<file path="src/logic/bldc_settings.svh">
/*
 * BLDC driver settings: widths, duty limits, dead time, hall sampling
 * and startup ramp timing shared by all blocks
 */
`ifndef BLDC_SETTINGS_SVH
`define BLDC_SETTINGS_SVH

// ============================================================
// PWM
// ============================================================

// Width of the duty command and of the PWM counter, period is 1024 clocks
`define BLDC_DUTY_WIDTH 10

// Roughly 5 percent of full scale, the motor only runs above this
`define BLDC_MIN_DUTY 51

// Clocks with both gates off at every bridge handover
`define BLDC_DEAD_TIME 8

// ============================================================
// Hall sensor supervision
// ============================================================

// The hall code is evaluated once every this many clocks
`define BLDC_HALL_SAMPLE_DIV 16

// Consecutive qualifying samples needed to latch or clear a condition
`define BLDC_HALL_STEADY_COUNT 8

// ============================================================
// Startup ramp
// ============================================================

`define BLDC_RAMP_TICK_CYCLES 64
`define BLDC_RAMP_STEPS 16
// Duty added on every ramp tick
`define BLDC_RAMP_INCREMENT 4

`endif

</file>
<file path="src/logic/bldc_pkg.sv">
/*
 * BLDC driver package: shared vector types, the motor state encoding,
 * the hall status and drive command structs and the commutation table
 */
`include "bldc_settings.svh"

package bldc_pkg;

    // Duty cycle command, also the width of the PWM counter
    typedef logic [`BLDC_DUTY_WIDTH-1:0] duty_t;

    // Raw or synchronised hall code, one bit per sensor
    typedef logic [2:0] hall_t;

    // One bit per phase with a, b and c on bits 0, 1 and 2
    typedef logic [2:0] phase_mask_t;

    typedef enum logic [2:0] {
        st_stop,
        st_startup,
        st_run,
        st_poll_hall,
        st_err
    } motor_state_e;

    // Hall monitor view handed to the state machine and the commutator
    typedef struct packed {
        hall_t code;
        logic  hw_fault;
        logic  disconnected;
        // Single clock pulse when either latch sets
        logic  new_fault;
    } hall_status_t;

    // Drive request for the three half bridges
    typedef struct packed {
        duty_t       duty;
        phase_mask_t pwm_mask;
        phase_mask_t low_mask;
        phase_mask_t float_mask;
    } drive_cmd_t;

    // Six-step table, duty is left at zero for the caller to fill in.
    // Reverse direction swaps the switching and the low phase.
    function automatic drive_cmd_t commute(hall_t code, logic direction);
        drive_cmd_t  cmd;
        phase_mask_t hi;
        phase_mask_t lo;
        cmd = '0;
        case (code)
            3'd1: begin
                hi = 3'b001;
                lo = 3'b010;
            end
            3'd3: begin
                hi = 3'b001;
                lo = 3'b100;
            end
            3'd2: begin
                hi = 3'b010;
                lo = 3'b100;
            end
            3'd6: begin
                hi = 3'b010;
                lo = 3'b001;
            end
            3'd4: begin
                hi = 3'b100;
                lo = 3'b001;
            end
            3'd5: begin
                hi = 3'b100;
                lo = 3'b010;
            end
            // Codes 0 and 7 are not valid rotor positions
            default: begin
                hi = 3'b000;
                lo = 3'b000;
            end
        endcase
        cmd.pwm_mask   = direction ? lo : hi;
        cmd.low_mask   = direction ? hi : lo;
        cmd.float_mask = ~(hi | lo);
        return cmd;
    endfunction

endpackage

</file>
<file path="src/logic/hall_monitor.sv">
/*
 * Hall monitor: synchronises the hall lines and latches the all-low
 * hardware fault, the all-high disconnect and the later reconnection
 */
`timescale 1ns/1ps
`include "bldc_settings.svh"

module hall_monitor import bldc_pkg::*; (
    input  logic         clk,
    input  logic         rst,
    input  hall_t        hall,
    output hall_status_t status,
    output logic         connected
);

    localparam int div_w = $clog2(`BLDC_HALL_SAMPLE_DIV);
    localparam int cnt_w = $clog2(`BLDC_HALL_STEADY_COUNT);
    localparam logic [div_w-1:0] div_last = div_w'(`BLDC_HALL_SAMPLE_DIV - 1);
    // A latch acts on the sample that arrives while its counter sits here
    localparam logic [cnt_w-1:0] steady_last = cnt_w'(`BLDC_HALL_STEADY_COUNT - 1);

    hall_t            hall_meta;
    hall_t            hall_sync;
    logic [div_w-1:0] div_cnt;
    logic             sample_en;
    logic             code_low;
    logic             code_high;
    logic [cnt_w-1:0] low_cnt;
    logic [cnt_w-1:0] high_cnt;
    logic [cnt_w-1:0] valid_cnt;
    logic             hw_fault;
    logic             disconnected;
    logic             new_fault;
    logic             set_hw;
    logic             set_disc;
    logic             clr_disc;

    // Two flop synchroniser, the sensor lines are asynchronous to clk
    always_ff @(posedge clk) begin
        if (rst) begin
            hall_meta <= '0;
            hall_sync <= '0;
        end else begin
            hall_meta <= hall;
            hall_sync <= hall_meta;
        end
    end

    // ============================================================
    // Reduced rate sampling
    // ============================================================

    always_ff @(posedge clk) begin
        if (rst || sample_en) begin
            div_cnt <= '0;
        end else begin
            div_cnt <= div_cnt + 1'b1;
        end
    end

    assign sample_en = (div_cnt == div_last);
    assign code_low  = (hall_sync == 3'b000);
    assign code_high = (hall_sync == 3'b111);

    // Steady counters saturate one short of the limit, the next matching
    // sample then fires the latch
    always_ff @(posedge clk) begin
        if (rst) begin
            low_cnt   <= '0;
            high_cnt  <= '0;
            valid_cnt <= '0;
        end else if (sample_en) begin
            if (!code_low) begin
                low_cnt <= '0;
            end else if (low_cnt != steady_last) begin
                low_cnt <= low_cnt + 1'b1;
            end
            if (!code_high) begin
                high_cnt <= '0;
            end else if (high_cnt != steady_last) begin
                high_cnt <= high_cnt + 1'b1;
            end
            // Valid codes only count toward reconnection once disconnected
            if (!disconnected || code_low || code_high) begin
                valid_cnt <= '0;
            end else if (valid_cnt != steady_last) begin
                valid_cnt <= valid_cnt + 1'b1;
            end
        end
    end

    // ============================================================
    // Fault and disconnect latches
    // ============================================================

    // An all-low code seen while unplugged is not a wiring fault
    assign set_hw   = sample_en && code_low && (low_cnt == steady_last)
                      && !hw_fault && !disconnected;
    assign set_disc = sample_en && code_high && (high_cnt == steady_last) && !disconnected;
    assign clr_disc = sample_en && !code_low && !code_high
                      && (valid_cnt == steady_last) && disconnected;

    always_ff @(posedge clk) begin
        if (rst) begin
            hw_fault     <= 1'b0;
            disconnected <= 1'b0;
            new_fault    <= 1'b0;
        end else begin
            new_fault <= set_hw || set_disc;
            if (set_disc) begin
                // Unplugging the sensor is the only way out of a hardware fault
                disconnected <= 1'b1;
                hw_fault     <= 1'b0;
            end else begin
                if (clr_disc) begin
                    disconnected <= 1'b0;
                end
                if (set_hw) begin
                    hw_fault <= 1'b1;
                end
            end
        end
    end

    always_comb begin
        status.code         = hall_sync;
        status.hw_fault     = hw_fault;
        status.disconnected = disconnected;
        status.new_fault    = new_fault;
    end

    assign connected = !disconnected;

    // The two latches exclude each other
    assert property (@(posedge clk) disable iff (rst) !(hw_fault && disconnected));

endmodule

</file>
<file path="src/logic/ramp_timer.sv">
/*
 * Startup ramp timer: ticks once per ramp period and flags the end of
 * the fixed length startup
 */
`timescale 1ns/1ps
`include "bldc_settings.svh"

module ramp_timer (
    input  logic clk,
    input  logic rst,
    input  logic ramp_run,
    output logic ramp_tick,
    output logic ramp_done
);

    localparam int tick_w = $clog2(`BLDC_RAMP_TICK_CYCLES);
    localparam int step_w = $clog2(`BLDC_RAMP_STEPS + 1);
    localparam logic [tick_w-1:0] tick_last = tick_w'(`BLDC_RAMP_TICK_CYCLES - 1);
    localparam logic [step_w-1:0] step_end  = step_w'(`BLDC_RAMP_STEPS);

    logic [tick_w-1:0] tick_cnt;
    logic [step_w-1:0] step_cnt;

    // Both counters sit at zero whenever the motor is not starting up
    always_ff @(posedge clk) begin
        if (rst || !ramp_run) begin
            tick_cnt  <= '0;
            step_cnt  <= '0;
            ramp_tick <= 1'b0;
        end else begin
            ramp_tick <= (tick_cnt == tick_last);
            if (tick_cnt == tick_last) begin
                tick_cnt <= '0;
            end else begin
                tick_cnt <= tick_cnt + 1'b1;
            end
            // Step count saturates at the ramp length
            if (ramp_tick && !ramp_done) begin
                step_cnt <= step_cnt + 1'b1;
            end
        end
    end

    assign ramp_done = (step_cnt == step_end);

endmodule

</file>
<file path="src/logic/motor_fsm.sv">
/*
 * Motor controller: stop, startup ramp, run, hall polling and error
 * states, picking the duty cycle applied to the bridges
 */
`timescale 1ns/1ps
`include "bldc_settings.svh"

module motor_fsm import bldc_pkg::*; (
    input  logic         clk,
    input  logic         rst,
    input  logic         en,
    input  duty_t        duty,
    input  hall_status_t status,
    input  logic         ramp_tick,
    input  logic         ramp_done,
    output logic         ramp_run,
    output duty_t        applied_duty,
    output logic         drive_on,
    output logic         fault
);

    localparam duty_t min_duty = duty_t'(`BLDC_MIN_DUTY);
    localparam duty_t ramp_inc = duty_t'(`BLDC_RAMP_INCREMENT);

    motor_state_e state;
    logic         above_min;

    assign above_min = (duty > min_duty);

    // ============================================================
    // State register and duty selection
    // ============================================================

    always_ff @(posedge clk) begin
        if (rst || !en) begin
            state        <= st_stop;
            applied_duty <= '0;
        end else if (status.new_fault) begin
            // A fresh latch overrides whatever the motor was doing
            state        <= status.hw_fault ? st_err : st_poll_hall;
            applied_duty <= '0;
        end else begin
            case (state)
                st_stop: begin
                    // Latches set while disabled are picked up here
                    if (status.hw_fault) begin
                        state <= st_err;
                    end else if (status.disconnected) begin
                        state <= st_poll_hall;
                    end else if (above_min) begin
                        state        <= st_startup;
                        applied_duty <= min_duty;
                    end
                end
                st_startup: begin
                    if (!above_min) begin
                        state        <= st_stop;
                        applied_duty <= '0;
                    end else if (ramp_done) begin
                        state        <= st_run;
                        applied_duty <= duty;
                    end else if (ramp_tick) begin
                        applied_duty <= applied_duty + ramp_inc;
                    end
                end
                st_run: begin
                    if (!above_min) begin
                        state        <= st_stop;
                        applied_duty <= '0;
                    end else begin
                        applied_duty <= duty;
                    end
                end
                st_err: begin
                    // Held until the sensor is unplugged and the fault clears
                    if (!status.hw_fault) begin
                        state <= st_poll_hall;
                    end
                end
                st_poll_hall: begin
                    if (!status.disconnected) begin
                        state <= st_stop;
                    end
                end
                default: begin
                    state <= st_stop;
                end
            endcase
        end
    end

    // ============================================================
    // Outputs decoded from the state
    // ============================================================

    assign ramp_run = (state == st_startup);
    assign drive_on = (state == st_startup) || (state == st_run);
    assign fault    = (state == st_err);

    // Whenever the bridges are driven the applied duty sits at or above the minimum
    assert property (@(posedge clk) disable iff (rst)
        drive_on |-> (applied_duty >= min_duty));

endmodule

</file>
<file path="src/logic/commutator.sv">
/*
 * Commutator: maps hall code, direction and applied duty onto the
 * registered per-phase drive command
 */
`timescale 1ns/1ps

module commutator import bldc_pkg::*; (
    input  logic       clk,
    input  logic       rst,
    input  hall_t      code,
    input  logic       direction,
    input  logic       drive_on,
    input  duty_t      applied_duty,
    output drive_cmd_t cmd
);

    // All bridges floating with zero duty
    localparam drive_cmd_t cmd_idle = '{
        duty:       '0,
        pwm_mask:   '0,
        low_mask:   '0,
        float_mask: '1
    };

    drive_cmd_t cmd_next;

    always_comb begin
        cmd_next      = commute(code, direction);
        cmd_next.duty = applied_duty;
        if (!drive_on) begin
            cmd_next = cmd_idle;
        end
    end

    // Registered so a commutation step lands on a clock edge for all phases
    always_ff @(posedge clk) begin
        if (rst) begin
            cmd <= cmd_idle;
        end else begin
            cmd <= cmd_next;
        end
    end

endmodule

</file>
<file path="src/logic/phase_pwm.sv">
/*
 * Half-bridge PWM generator: edge aligned PWM with dead time at each
 * handover and after any change of role or duty
 */
`timescale 1ns/1ps
`include "bldc_settings.svh"

module phase_pwm import bldc_pkg::*; (
    input  logic  clk,
    input  logic  rst,
    input  duty_t duty,
    input  logic  pwm_sel,
    input  logic  low_sel,
    input  logic  float_sel,
    output logic  gate_h,
    output logic  gate_l
);

    localparam int dead_w = $clog2(`BLDC_DEAD_TIME + 1);
    localparam int ext_w  = `BLDC_DUTY_WIDTH + 1;
    localparam duty_t dead_duty = duty_t'(`BLDC_DEAD_TIME);
    localparam logic [dead_w-1:0] dead_load = dead_w'(`BLDC_DEAD_TIME - 1);

    duty_t             cnt;
    duty_t             prev_duty;
    logic [2:0]        prev_sel;
    logic [dead_w-1:0] dead_cnt;
    logic              changed;
    logic              hold;
    logic [ext_w-1:0]  l_start;
    logic              h_win;
    logic              l_win;

    // Free running period counter, the common reset keeps phases aligned
    always_ff @(posedge clk) begin
        if (rst) begin
            cnt <= '0;
        end else begin
            cnt <= cnt + 1'b1;
        end
    end

    // ============================================================
    // Change detection and forced dead time
    // ============================================================

    assign changed = (duty != prev_duty) || ({pwm_sel, low_sel, float_sel} != prev_sel);
    assign hold    = changed || (dead_cnt != '0);

    // The change cycle itself counts as the first off cycle
    always_ff @(posedge clk) begin
        if (rst) begin
            prev_duty <= '0;
            prev_sel  <= 3'b001;
            dead_cnt  <= '0;
        end else begin
            prev_duty <= duty;
            prev_sel  <= {pwm_sel, low_sel, float_sel};
            if (changed) begin
                dead_cnt <= dead_load;
            end else if (dead_cnt != '0) begin
                dead_cnt <= dead_cnt - 1'b1;
            end
        end
    end

    // ============================================================
    // Gate windows
    // ============================================================

    // High side starts after the wrap gap, low side after the falling gap.
    // The low window start is one bit wider so a large duty never wraps.
    assign l_start = {1'b0, duty} + ext_w'(`BLDC_DEAD_TIME);
    assign h_win   = (cnt >= dead_duty) && (cnt < duty);
    assign l_win   = ({1'b0, cnt} >= l_start);

    always_ff @(posedge clk) begin
        if (rst || hold || float_sel) begin
            gate_h <= 1'b0;
            gate_l <= 1'b0;
        end else if (low_sel) begin
            gate_h <= 1'b0;
            gate_l <= 1'b1;
        end else if (pwm_sel) begin
            gate_h <= h_win;
            gate_l <= l_win;
        end else begin
            gate_h <= 1'b0;
            gate_l <= 1'b0;
        end
    end

    // Shoot-through guard
    assert property (@(posedge clk) disable iff (rst) !(gate_h && gate_l));

    // Each side going off leaves the other side off for the dead time
    assert property (@(posedge clk) disable iff (rst)
        $fell(gate_h) |-> !gate_l [*`BLDC_DEAD_TIME]);
    assert property (@(posedge clk) disable iff (rst)
        $fell(gate_l) |-> !gate_h [*`BLDC_DEAD_TIME]);

endmodule

</file>
<file path="src/logic/bldc_driver.sv">
/*
 * BLDC driver top: hall supervision, motor state machine, startup ramp,
 * six-step commutation and three dead-time PWM half bridges
 */
`timescale 1ns/1ps

module bldc_driver import bldc_pkg::*; (
    input  logic        clk,
    input  logic        rst,
    input  logic        en,
    input  hall_t       hall,
    input  duty_t       duty,
    input  logic        direction,
    output phase_mask_t phase_h,
    output phase_mask_t phase_l,
    output logic        connected,
    output logic        fault
);

    hall_status_t hall_status;
    logic         ramp_run;
    logic         ramp_tick;
    logic         ramp_done;
    logic         drive_on;
    duty_t        applied_duty;
    drive_cmd_t   drive_cmd;

    hall_monitor u_hall_monitor (
        .clk       (clk),
        .rst       (rst),
        .hall      (hall),
        .status    (hall_status),
        .connected (connected)
    );

    ramp_timer u_ramp_timer (
        .clk       (clk),
        .rst       (rst),
        .ramp_run  (ramp_run),
        .ramp_tick (ramp_tick),
        .ramp_done (ramp_done)
    );

    motor_fsm u_motor_fsm (
        .clk          (clk),
        .rst          (rst),
        .en           (en),
        .duty         (duty),
        .status       (hall_status),
        .ramp_tick    (ramp_tick),
        .ramp_done    (ramp_done),
        .ramp_run     (ramp_run),
        .applied_duty (applied_duty),
        .drive_on     (drive_on),
        .fault        (fault)
    );

    commutator u_commutator (
        .clk          (clk),
        .rst          (rst),
        .code         (hall_status.code),
        .direction    (direction),
        .drive_on     (drive_on),
        .applied_duty (applied_duty),
        .cmd          (drive_cmd)
    );

    // One generator per half bridge, each takes its own bit of every mask
    for (genvar i = 0; i < $bits(phase_mask_t); i++) begin : gen_phase
        phase_pwm u_phase_pwm (
            .clk       (clk),
            .rst       (rst),
            .duty      (drive_cmd.duty),
            .pwm_sel   (drive_cmd.pwm_mask[i]),
            .low_sel   (drive_cmd.low_mask[i]),
            .float_sel (drive_cmd.float_mask[i]),
            .gate_h    (phase_h[i]),
            .gate_l    (phase_l[i])
        );
    end

endmodule

</file>
<file path="config.mk">
export PLATFORM = sky130hd
export DESIGN_NAME = bldc_driver
export DESIGN_NICKNAME = d
export VERILOG_FILES = /design/src/logic/bldc_pkg.sv /design/src/logic/hall_monitor.sv /design/src/logic/ramp_timer.sv /design/src/logic/motor_fsm.sv /design/src/logic/commutator.sv /design/src/logic/phase_pwm.sv /design/src/logic/bldc_driver.sv
export VERILOG_INCLUDE_DIRS = /design/src /design/src/logic
export SDC_FILE = /design/constraint.sdc
export NUM_CORES = 1
export LEC_CHECK = 0
export ABC_AREA = 1
export ABC_CLOCK_PERIOD_IN_PS = 2150
export BUFFER_PORTS_ARGS = -buffer_cell sky130_fd_sc_hd__buf_2
export CAP_MARGIN = 40
export CELL_PAD_IN_SITES_DETAIL_PLACEMENT = 0
export CELL_PAD_IN_SITES_GLOBAL_PLACEMENT = 1
export CORE_ASPECT_RATIO = 0.75
export CORE_MARGIN = 8
export CORE_UTILIZATION = 47
export DETAILED_ROUTE_END_ITERATION = 8
export GPL_TIMING_DRIVEN = 0
export PLACE_DENSITY_LB_ADDON = 0.2
export SETUP_SLACK_MARGIN = 0.2
export SLEW_MARGIN = 20
export SYNTH_ARGS = -nofsm -noshare
export SYNTH_HDL_FRONTEND = slang
export SYNTH_HIERARCHICAL = 1
export SYNTH_SLANG_ARGS = --single-unit
export TNS_END_PERCENT = 10
</file>
<file path="constraint.sdc">
create_clock -name clk -period 2.15 [get_ports clk]
set_input_delay 0.43 -clock clk [delete_from_list [all_inputs] [get_ports clk]]
set_output_delay 0.43 -clock clk [all_outputs]
set_load 0.1 [all_outputs]
</file>
==> flow_summary.yaml, run 1 <==
status:
  status: "completed"
logic_synthesis:
  yosys-top-cells-count: "229 x nand2_1, 173 x inv_1, 173 x nor2_1"
  netlist.area_leader.share_pct: 35.4
  synth-seq-cells: 153
  synth-edff-count: 0
  synthCells: 1182
  async_reset_ff_share_pct: 0
  yosysMostFrequentCell: "nand2_1"
  netlist_area_sq_mm: 0.00865
  synth_ff_type: "dfxtp_1"
  synthTopCellsByArea: "dfxtp_1 35%, ha_1 11%, nand2_1 9.9%, inv_1 7.5%, nor2_1 7.5%"
  yosys.area.top_type: "dfxtp_1"
  yosysUniqueCellTypes: 41
  syn_nets: 1278
  avgSynthCellArea_sq_um: 7.32
  yosys_warnings: 6
  ys_seq_area_share_pct: 35.4
timing:
  fmax_mhz: 501
  slew_viol_final: 0
  final.min_clock_period_ns: 2.00
  hold_viol: 0
  final-setup-viol-count: 0
  skew_ns: 0.0105
  worstMarginPinSlew_ns: 0.557
  relSlewSlack_pct: 62.8
  whs_ns: 0.218
  rsz0062_at_grt: "yes"
  min_period_over_period_pct: 92.9
power:
  p_per_area_mw_per_mm2: 750
  power.share.sequential_pct: 41.5
  pwr-share-clk_pct: 42.8
  p_switching_mw: 2.10
  swShare_pct: 28.2
  power_leakage_nw: 4.52
  ir_drop_uv: 444
  comb_power_share_pct: 15.6
  p_int_mw: 5.33
setup_path:
  critPathLaunchType: "register"
  cp_common_cell: "nand2_1"
  path_class: "reg -> reg"
  timing.rr.end: "gen_phase[1].u_phase_pwm/gate_l"
  worstPathArrival_ns: 2.31
  r2r_start: "u_commutator/cmd[12]"
  required_ns: 2.46
  cp_slowest_cell: "dfxtp_4"
  critPathCaptureType: "register"
  crit_path_cell_trace: "buf_6 -> inv_2 -> nor2_4 -> nand3_2 -> xor2_1 -> ha_1 -> a21oi_1 -> nand2_1 -> nand2_1 -> nand3_1 -> nand2_1 -> a21oi_2"
  rrSetupSlack_ns: 0.15
  cpPeakStageDelay_ns: 0.42
  r2r_cells: 12
  path_max_fanout: 6
placement:
  dpl.cell_count: 1453
  place_congestion: 0.839
  hpwlAfterDp_mm: 13.4
  port_buffers: 24
clock_tree:
  path_clk_slew_ns: 0.06
  htreeDepth: 4
  clock_sinks: 153
  cts_tree: "built"
  clock_latency_ns: 0.42
  root_buffer: "clkbuf_16"
  clk_path_buf_depth: 2
  cts_made_buffers: 17
  postCtsHoldBufs: 0
global_routing:
  first_global_vias: 6663
  grt_pass1_wl_mm: 31.6
  grt_max_degree: 17
  overflow: 0
  antenna_found_initial: 0
  grt_usage_pct: 16.6
routing:
  vias_per_cell: 4.67
  drtPass1Iterations: 4
  wl_per_cell_microns: 12.3
  drc: 0
  routed_wl_mm: 18.4
  drtAntennaViolNets: 0
  vias: 7012
  drt_iter0_drc: 406
layout:
  instances_no_fill: 1501
  areaGrowthSynthToFinish_pct: 14.4
  drive_above_1_share_pct: 15.4
  nNetsFinal: 1337
  final_core_utilization_pct: 54.2
  diodes: 0
hold_path:
  hold_class: "in -> reg"
  min_path_cells: 3
  min_to: "u_hall_monitor/hall_meta[2]"
  hp-start: "hall[2]"
floorplanning:
  dieWidth_microns: 173
  core-area_sq_mm: 0.0182
  die_h_microns: 133
  num_rows: 43
  io_pins: 25
  start_util_pct: 47.4
  die_area_sq_mm: 0.0230
flow_run:
  maxCapViolations: 0
-- kinds of logic (layout without fill, tap and decap cells) --
group	after synthesis	count (layout)	synth area share, %
AO/OA/AOI/OAI	118	118	7.22
XOR/XNOR	58	58	5.87
adder cells (fa/ha/maj)	79	79	11.4
buffers and inverters	213	285	9.59
flip-flops	153	153	35.4
AND/OR/NAND/NOR	561	561	30.5
-- critical path, delay by kind of cell (launching register included) --
| family | cells | cell delay [ns] |
|---|---|---|
| AO/OA/AOI/OAI | 2 | 0.24 |
| XOR/XNOR | 1 | 0.16 |
| adder cells (fa/ha/maj) | 1 | 0.36 |
| buffers and inverters | 2 | 0.19 |
| flip-flops | 1 | 0.42 |
| AND/OR/NAND/NOR | 6 | 0.50 |
-- repair_timing --
item,in CTS,in global routing
setup buffers,4,12
resized for setup,14,12
setup endpoints to repair,5,12
pin swaps,0,5
-- power by group through the flow --
stage	combinational, mW	clock, mW	sequential (mW)
5_1_grt	1.34	3.39	3.10
3_5_place_dp	1.15	0	3.16
2_1_floorplan	0.936	0	3.13
3_3_place_gp	1.14	0	3.15
6_report	1.16	3.18	3.08
4_1_cts	1.16	3.27	3.09
-- cell usage in the layout (no fill, tap or decap), types with 4 or more instances in the layout --
cell type	n
inv_6	5
nor3_1	7
nand4_2	4
buf_2	29
nor2_1	169
buf_4	17
ha_1	77
nand4_1	19
nand2_2	15
nand3_2	6
o21ai_0	25
dfxtp_1	146
nor3_2	6
xnor2_1	28
clkbuf_16	17
xor2_1	30
a21oi_1	62
nor2_4	10
nand3_1	60
inv_2	27
nand2_4	4
nand2_1	228
inv_1	173
a31oi_1	6
dfxtp_4	4
o21ai_1	14
nor2_2	16
-- flip-flops by register name, summed over array words and instances (netlist names), 4 cells and up --
register,cells
gen_phase.u_phase_pwm/cnt,30
gen_phase.u_phase_pwm/prev_duty,30
u_ramp_timer/tick_cnt,6
u_ramp_timer/step_cnt,5
u_hall_monitor/div_cnt,4
gen_phase.u_phase_pwm/prev_sel,9
gen_phase.u_phase_pwm/dead_cnt,12
u_motor_fsm/applied_duty,10
u_commutator/cmd,19
-- worst max path at each step --
stage | slack, ns | startpoint | end | cells after the start
CTS | 0.13 | u_commutator/cmd[12] | gen_phase[0].u_phase_pwm/gate_l | 12
global route | -0.001 | u_commutator/cmd[12] | gen_phase[1].u_phase_pwm/gate_l | 14
global placement | -0.27 | u_commutator/cmd[12] | gen_phase[2].u_phase_pwm/gate_l | 12
floorplan | 0.21 | u_commutator/cmd[13] | gen_phase[0].u_phase_pwm/gate_l | 12
finish | 0.15 | u_commutator/cmd[12] | gen_phase[1].u_phase_pwm/gate_l | 12
detailed placement | -0.27 | u_commutator/cmd[12] | gen_phase[2].u_phase_pwm/gate_l | 12
-- area by class of cell --
cell class | count | area, sq um
Clock buffer | 19 | 443
Fill cell | 1772 | 8350
Buffer | 12 | 70.1
Clock inverter | 13 | 181
Sequential cell | 153 | 3080
Tap cell | 247 | 309
Inverter | 201 | 759
Timing Repair Buffer | 40 | 244
Multi-Input combinational cell | 816 | 4800
-- per-layer routing --
| layer | GRT usage, % | part of all wire, % |
|---|---|---|
| met2 | 25.1 | 41 |
| met1 | 23.0 | 54 |
| met3 | 3.73 | 3.7 |
| met5 | 0 | 0 |
| met4 | 5.35 | 0.88 |
-- through the flow --
step	power [mW]	setup WS [ns]	instance area [sq um]	setup TNS, ns
2_1_floorplan	4.06	0.210	8650	0
3_3_place_gp	4.29	-0.273	9080	-0.713
3_5_place_dp	4.30	-0.273	9080	-0.745
4_1_cts	7.51	0.128	9760	0
5_1_grt	7.83	-0.00108	9890	-0.00108
6_report	7.42	0.153	9890	0
Power figures use the tool's default switching activity.
==> run 2: changes to the inputs <==
ABC_AREA = default   (was 1)
CORE_UTILIZATION = 49   (was 47)
==> run 2 against run 1 <==
Compared with the run above: die area shrank 8.9%; the run now ends with negative setup slack left; clock power is 2% lower; sequential share of layout area up 0.93 points.
==> flow_summary.yaml, run 2 <==
status:
  status: "finished with violations"
  violations: "negative setup slack"
setup_path:
  path_class: "reg -> reg"
  worstPathArrival_ns: 2.56
  critPathCaptureType: "register"
  path_max_fanout: 6
  critPathLaunchType: "register"
  required_ns: 2.46
logic_synthesis:
  netlist_area_sq_mm: 0.00812
  synthTopCellsByArea: "dfxtp_1 38%, ha_1 12%, xor2_1 5.4%, xnor2_1 5.0%, nor2_1 3.7%"
  yosys.area.top_type: "dfxtp_1"
  yosysUniqueCellTypes: 70
  synthCells: 875
  yosys-top-cells-count: "153 x dfxtp_1, 79 x ha_1, 79 x nor2_1"
  ys_seq_area_share_pct: 37.7
  yosysMostFrequentCell: "dfxtp_1"
  avgSynthCellArea_sq_um: 9.28
  synth-edff-count: 0
  yosys_warnings: 6
  syn_nets: 971
  synth-seq-cells: 153
  netlist.area_leader.share_pct: 37.7
  synth_ff_type: "dfxtp_1"
  async_reset_ff_share_pct: 0
flow_run:
  maxCapViolations: 0
layout:
  mostFrequentLayoutCell: "dfxtp_1"
  ff_latch_area_sq_mm: 0.00309
  nNetsFinal: 1042
  final_cell_area_sq_mm: 0.00964
  fill_cells: 1409
  diodes: 0
  drive_above_1_share_pct: 18.1
  reg_top3: "gen_phase.u_phase_pwm/cnt: 30 flops, gen_phase.u_phase_pwm/prev_duty: 30 flops, u_commutator/cmd: 19 flops"
  mostFrequentLayoutCells: "144 x dfxtp_1, 78 x nor2_1, 72 x ha_1, 50 x xor2_1, 49 x inv_1"
  multiInputGateArea_sq_mm: 0.00492
  areaGrowthSynthToFinish_pct: 18.7
placement:
  dpl_cell_area_sq_mm: 0.00850
  hpwlAfterDp_mm: 13.1
  port_buffers: 23
  place_congestion: 0.897
floorplanning:
  dieWidth_microns: 165
  num_rows: 40
  core-area_sq_mm: 0.0161
  io_pins: 25
  die_h_microns: 127
  start_util_pct: 50.4
  die_area_sq_mm: 0.0210
timing:
  relSlewSlack_pct: 50.8
  fmax_mhz: 444
  final.min_clock_period_ns: 2.25
  whs_ns: 0.227
  worstMarginPinSlew_ns: 0.732
  min_period_over_period_pct: 105
  slew_viol_final: 0
  hold_viol: 0
  rsz0062_at_grt: "yes"
  final-setup-viol-count: 3
  final.setup.worst_slack_ns: -0.105
  skew_ns: 0.00891
global_routing:
  overflow: 0
  grt_usage_pct: 18.1
  grt_util_met3_pct: 4.40
  grt_pass1_wl_mm: 30.8
  grt_util_met1_pct: 25.1
  grt_max_degree: 17
  grtUsageMet2_pct: 27.5
  antenna_found_initial: 0
  top_usage_layer: "met2"
  first_global_vias: 6110
power:
  ir_drop_uv: 439
  p_per_area_mw_per_mm2: 748
  power_leakage_nw: 3.86
clock_tree:
  postCtsHoldBufs: 0
  clk_path_buf_depth: 2
  root_buffer: "clkbuf_16"
  htreeDepth: 4
  cts_made_buffers: 17
  cts_tree: "built"
  clock_sinks: 153
  clock_latency_ns: 0.42
  path_clk_slew_ns: 0.07
routing:
  drt_iter0_drc: 386
  drc: 0
  vias_per_cell: 5.48
  drtPass1Iterations: 5
  drtAntennaViolNets: 0
  vias: 6407
  wl_per_cell_microns: 16.3
  routed_wl_mm: 19.0
hold_path:
  hold_class: "in -> reg"
run 2: stage by stage:
stage | util (%) | std cells | power [mW] | TNS, ns | setup slack, ns
floorplan | - | 875 | 3.88 | 0 | 0.0979
global placement | 52.7 | 1108 | 4.05 | -1.94 | -0.482
detailed placement | 52.7 | 1108 | 4.11 | -2.50 | -0.490
CTS | 58.4 | 1159 | 7.25 | -0.231 | -0.0871
global route | 59.8 | 1169 | 7.55 | -0.853 | -0.150
finish | 59.8 | 1169 | 7.21 | -0.178 | -0.105
run 2: where the power goes:
group	switching, mW	leakage (nW)	internal, mW
Combinational	0.560	2.32	0.436
Sequential	0.126	1.25	2.97
Clock	1.22	0.296	1.90
run 2: cell families (layout without fill, tap and decap cells):
family                     Yosys count  after routing  share of synthesized area (%)
AOI/OAI and AO/OA                  135            135                           11.7
xor gates and xnor gates            96             96                           10.4
adders and majority gates           79             79                           12.2
buffers and inverters               81            165                           4.41
DFF                                153            153                           37.7
muxes                                5              5                          0.617
and+or+nand+nor                    326            326                           23.0
run 2: path summary, 6_finish.rpt:
path,cells past startpoint,endpoint,slack [ns],from
worst max-delay path,8,gen_phase[2].u_phase_pwm/gate_l,-0.10,u_commutator/cmd[13]
worst min-delay path,2,u_hall_monitor/hall_meta[2],0.23,hall[2]
worst max register to register,8,gen_phase[2].u_phase_pwm/gate_l,-0.10,u_commutator/cmd[13]
worst min register to register,1,u_hall_monitor/hall_sync[2],0.44,u_hall_monitor/hall_meta[2]
run 2: area by class of cell:
type	instances	area share, %
Multi-Input combinational cell	641	51.1
Tap cell	210	2.73
Inverter	56	2.22
Clock buffer	19	4.70
Sequential cell	153	32.1
Buffer	25	1.56
Timing Repair Buffer	52	3.88
Clock inverter	13	1.73
run 2: worst max-delay path, cell delays in order, from the launching register on:
cell and delay, ns:
dfxtp_4 0.39, ha_2 0.33, inv_1 0.06, ha_4 0.27, and4b_1 0.18, o21ai_1 0.06
o21bai_1 0.24, o2111ai_2 0.21, a2111oi_4 0.39
run 2: what timing repair did:
action	CTS	global route
gates resized for setup	38	31
setup buffers	19	10
pin swaps	9	19
setup endpoints to repair	20	32
run 2: per-layer routing:
layer  wire length [microns]  vias to the layer above
met2                    8430                      129
met3                     901                       12
li1                        -                     3227
met1                    9530                     3039
met5                       0                        -
met4                     159                        0
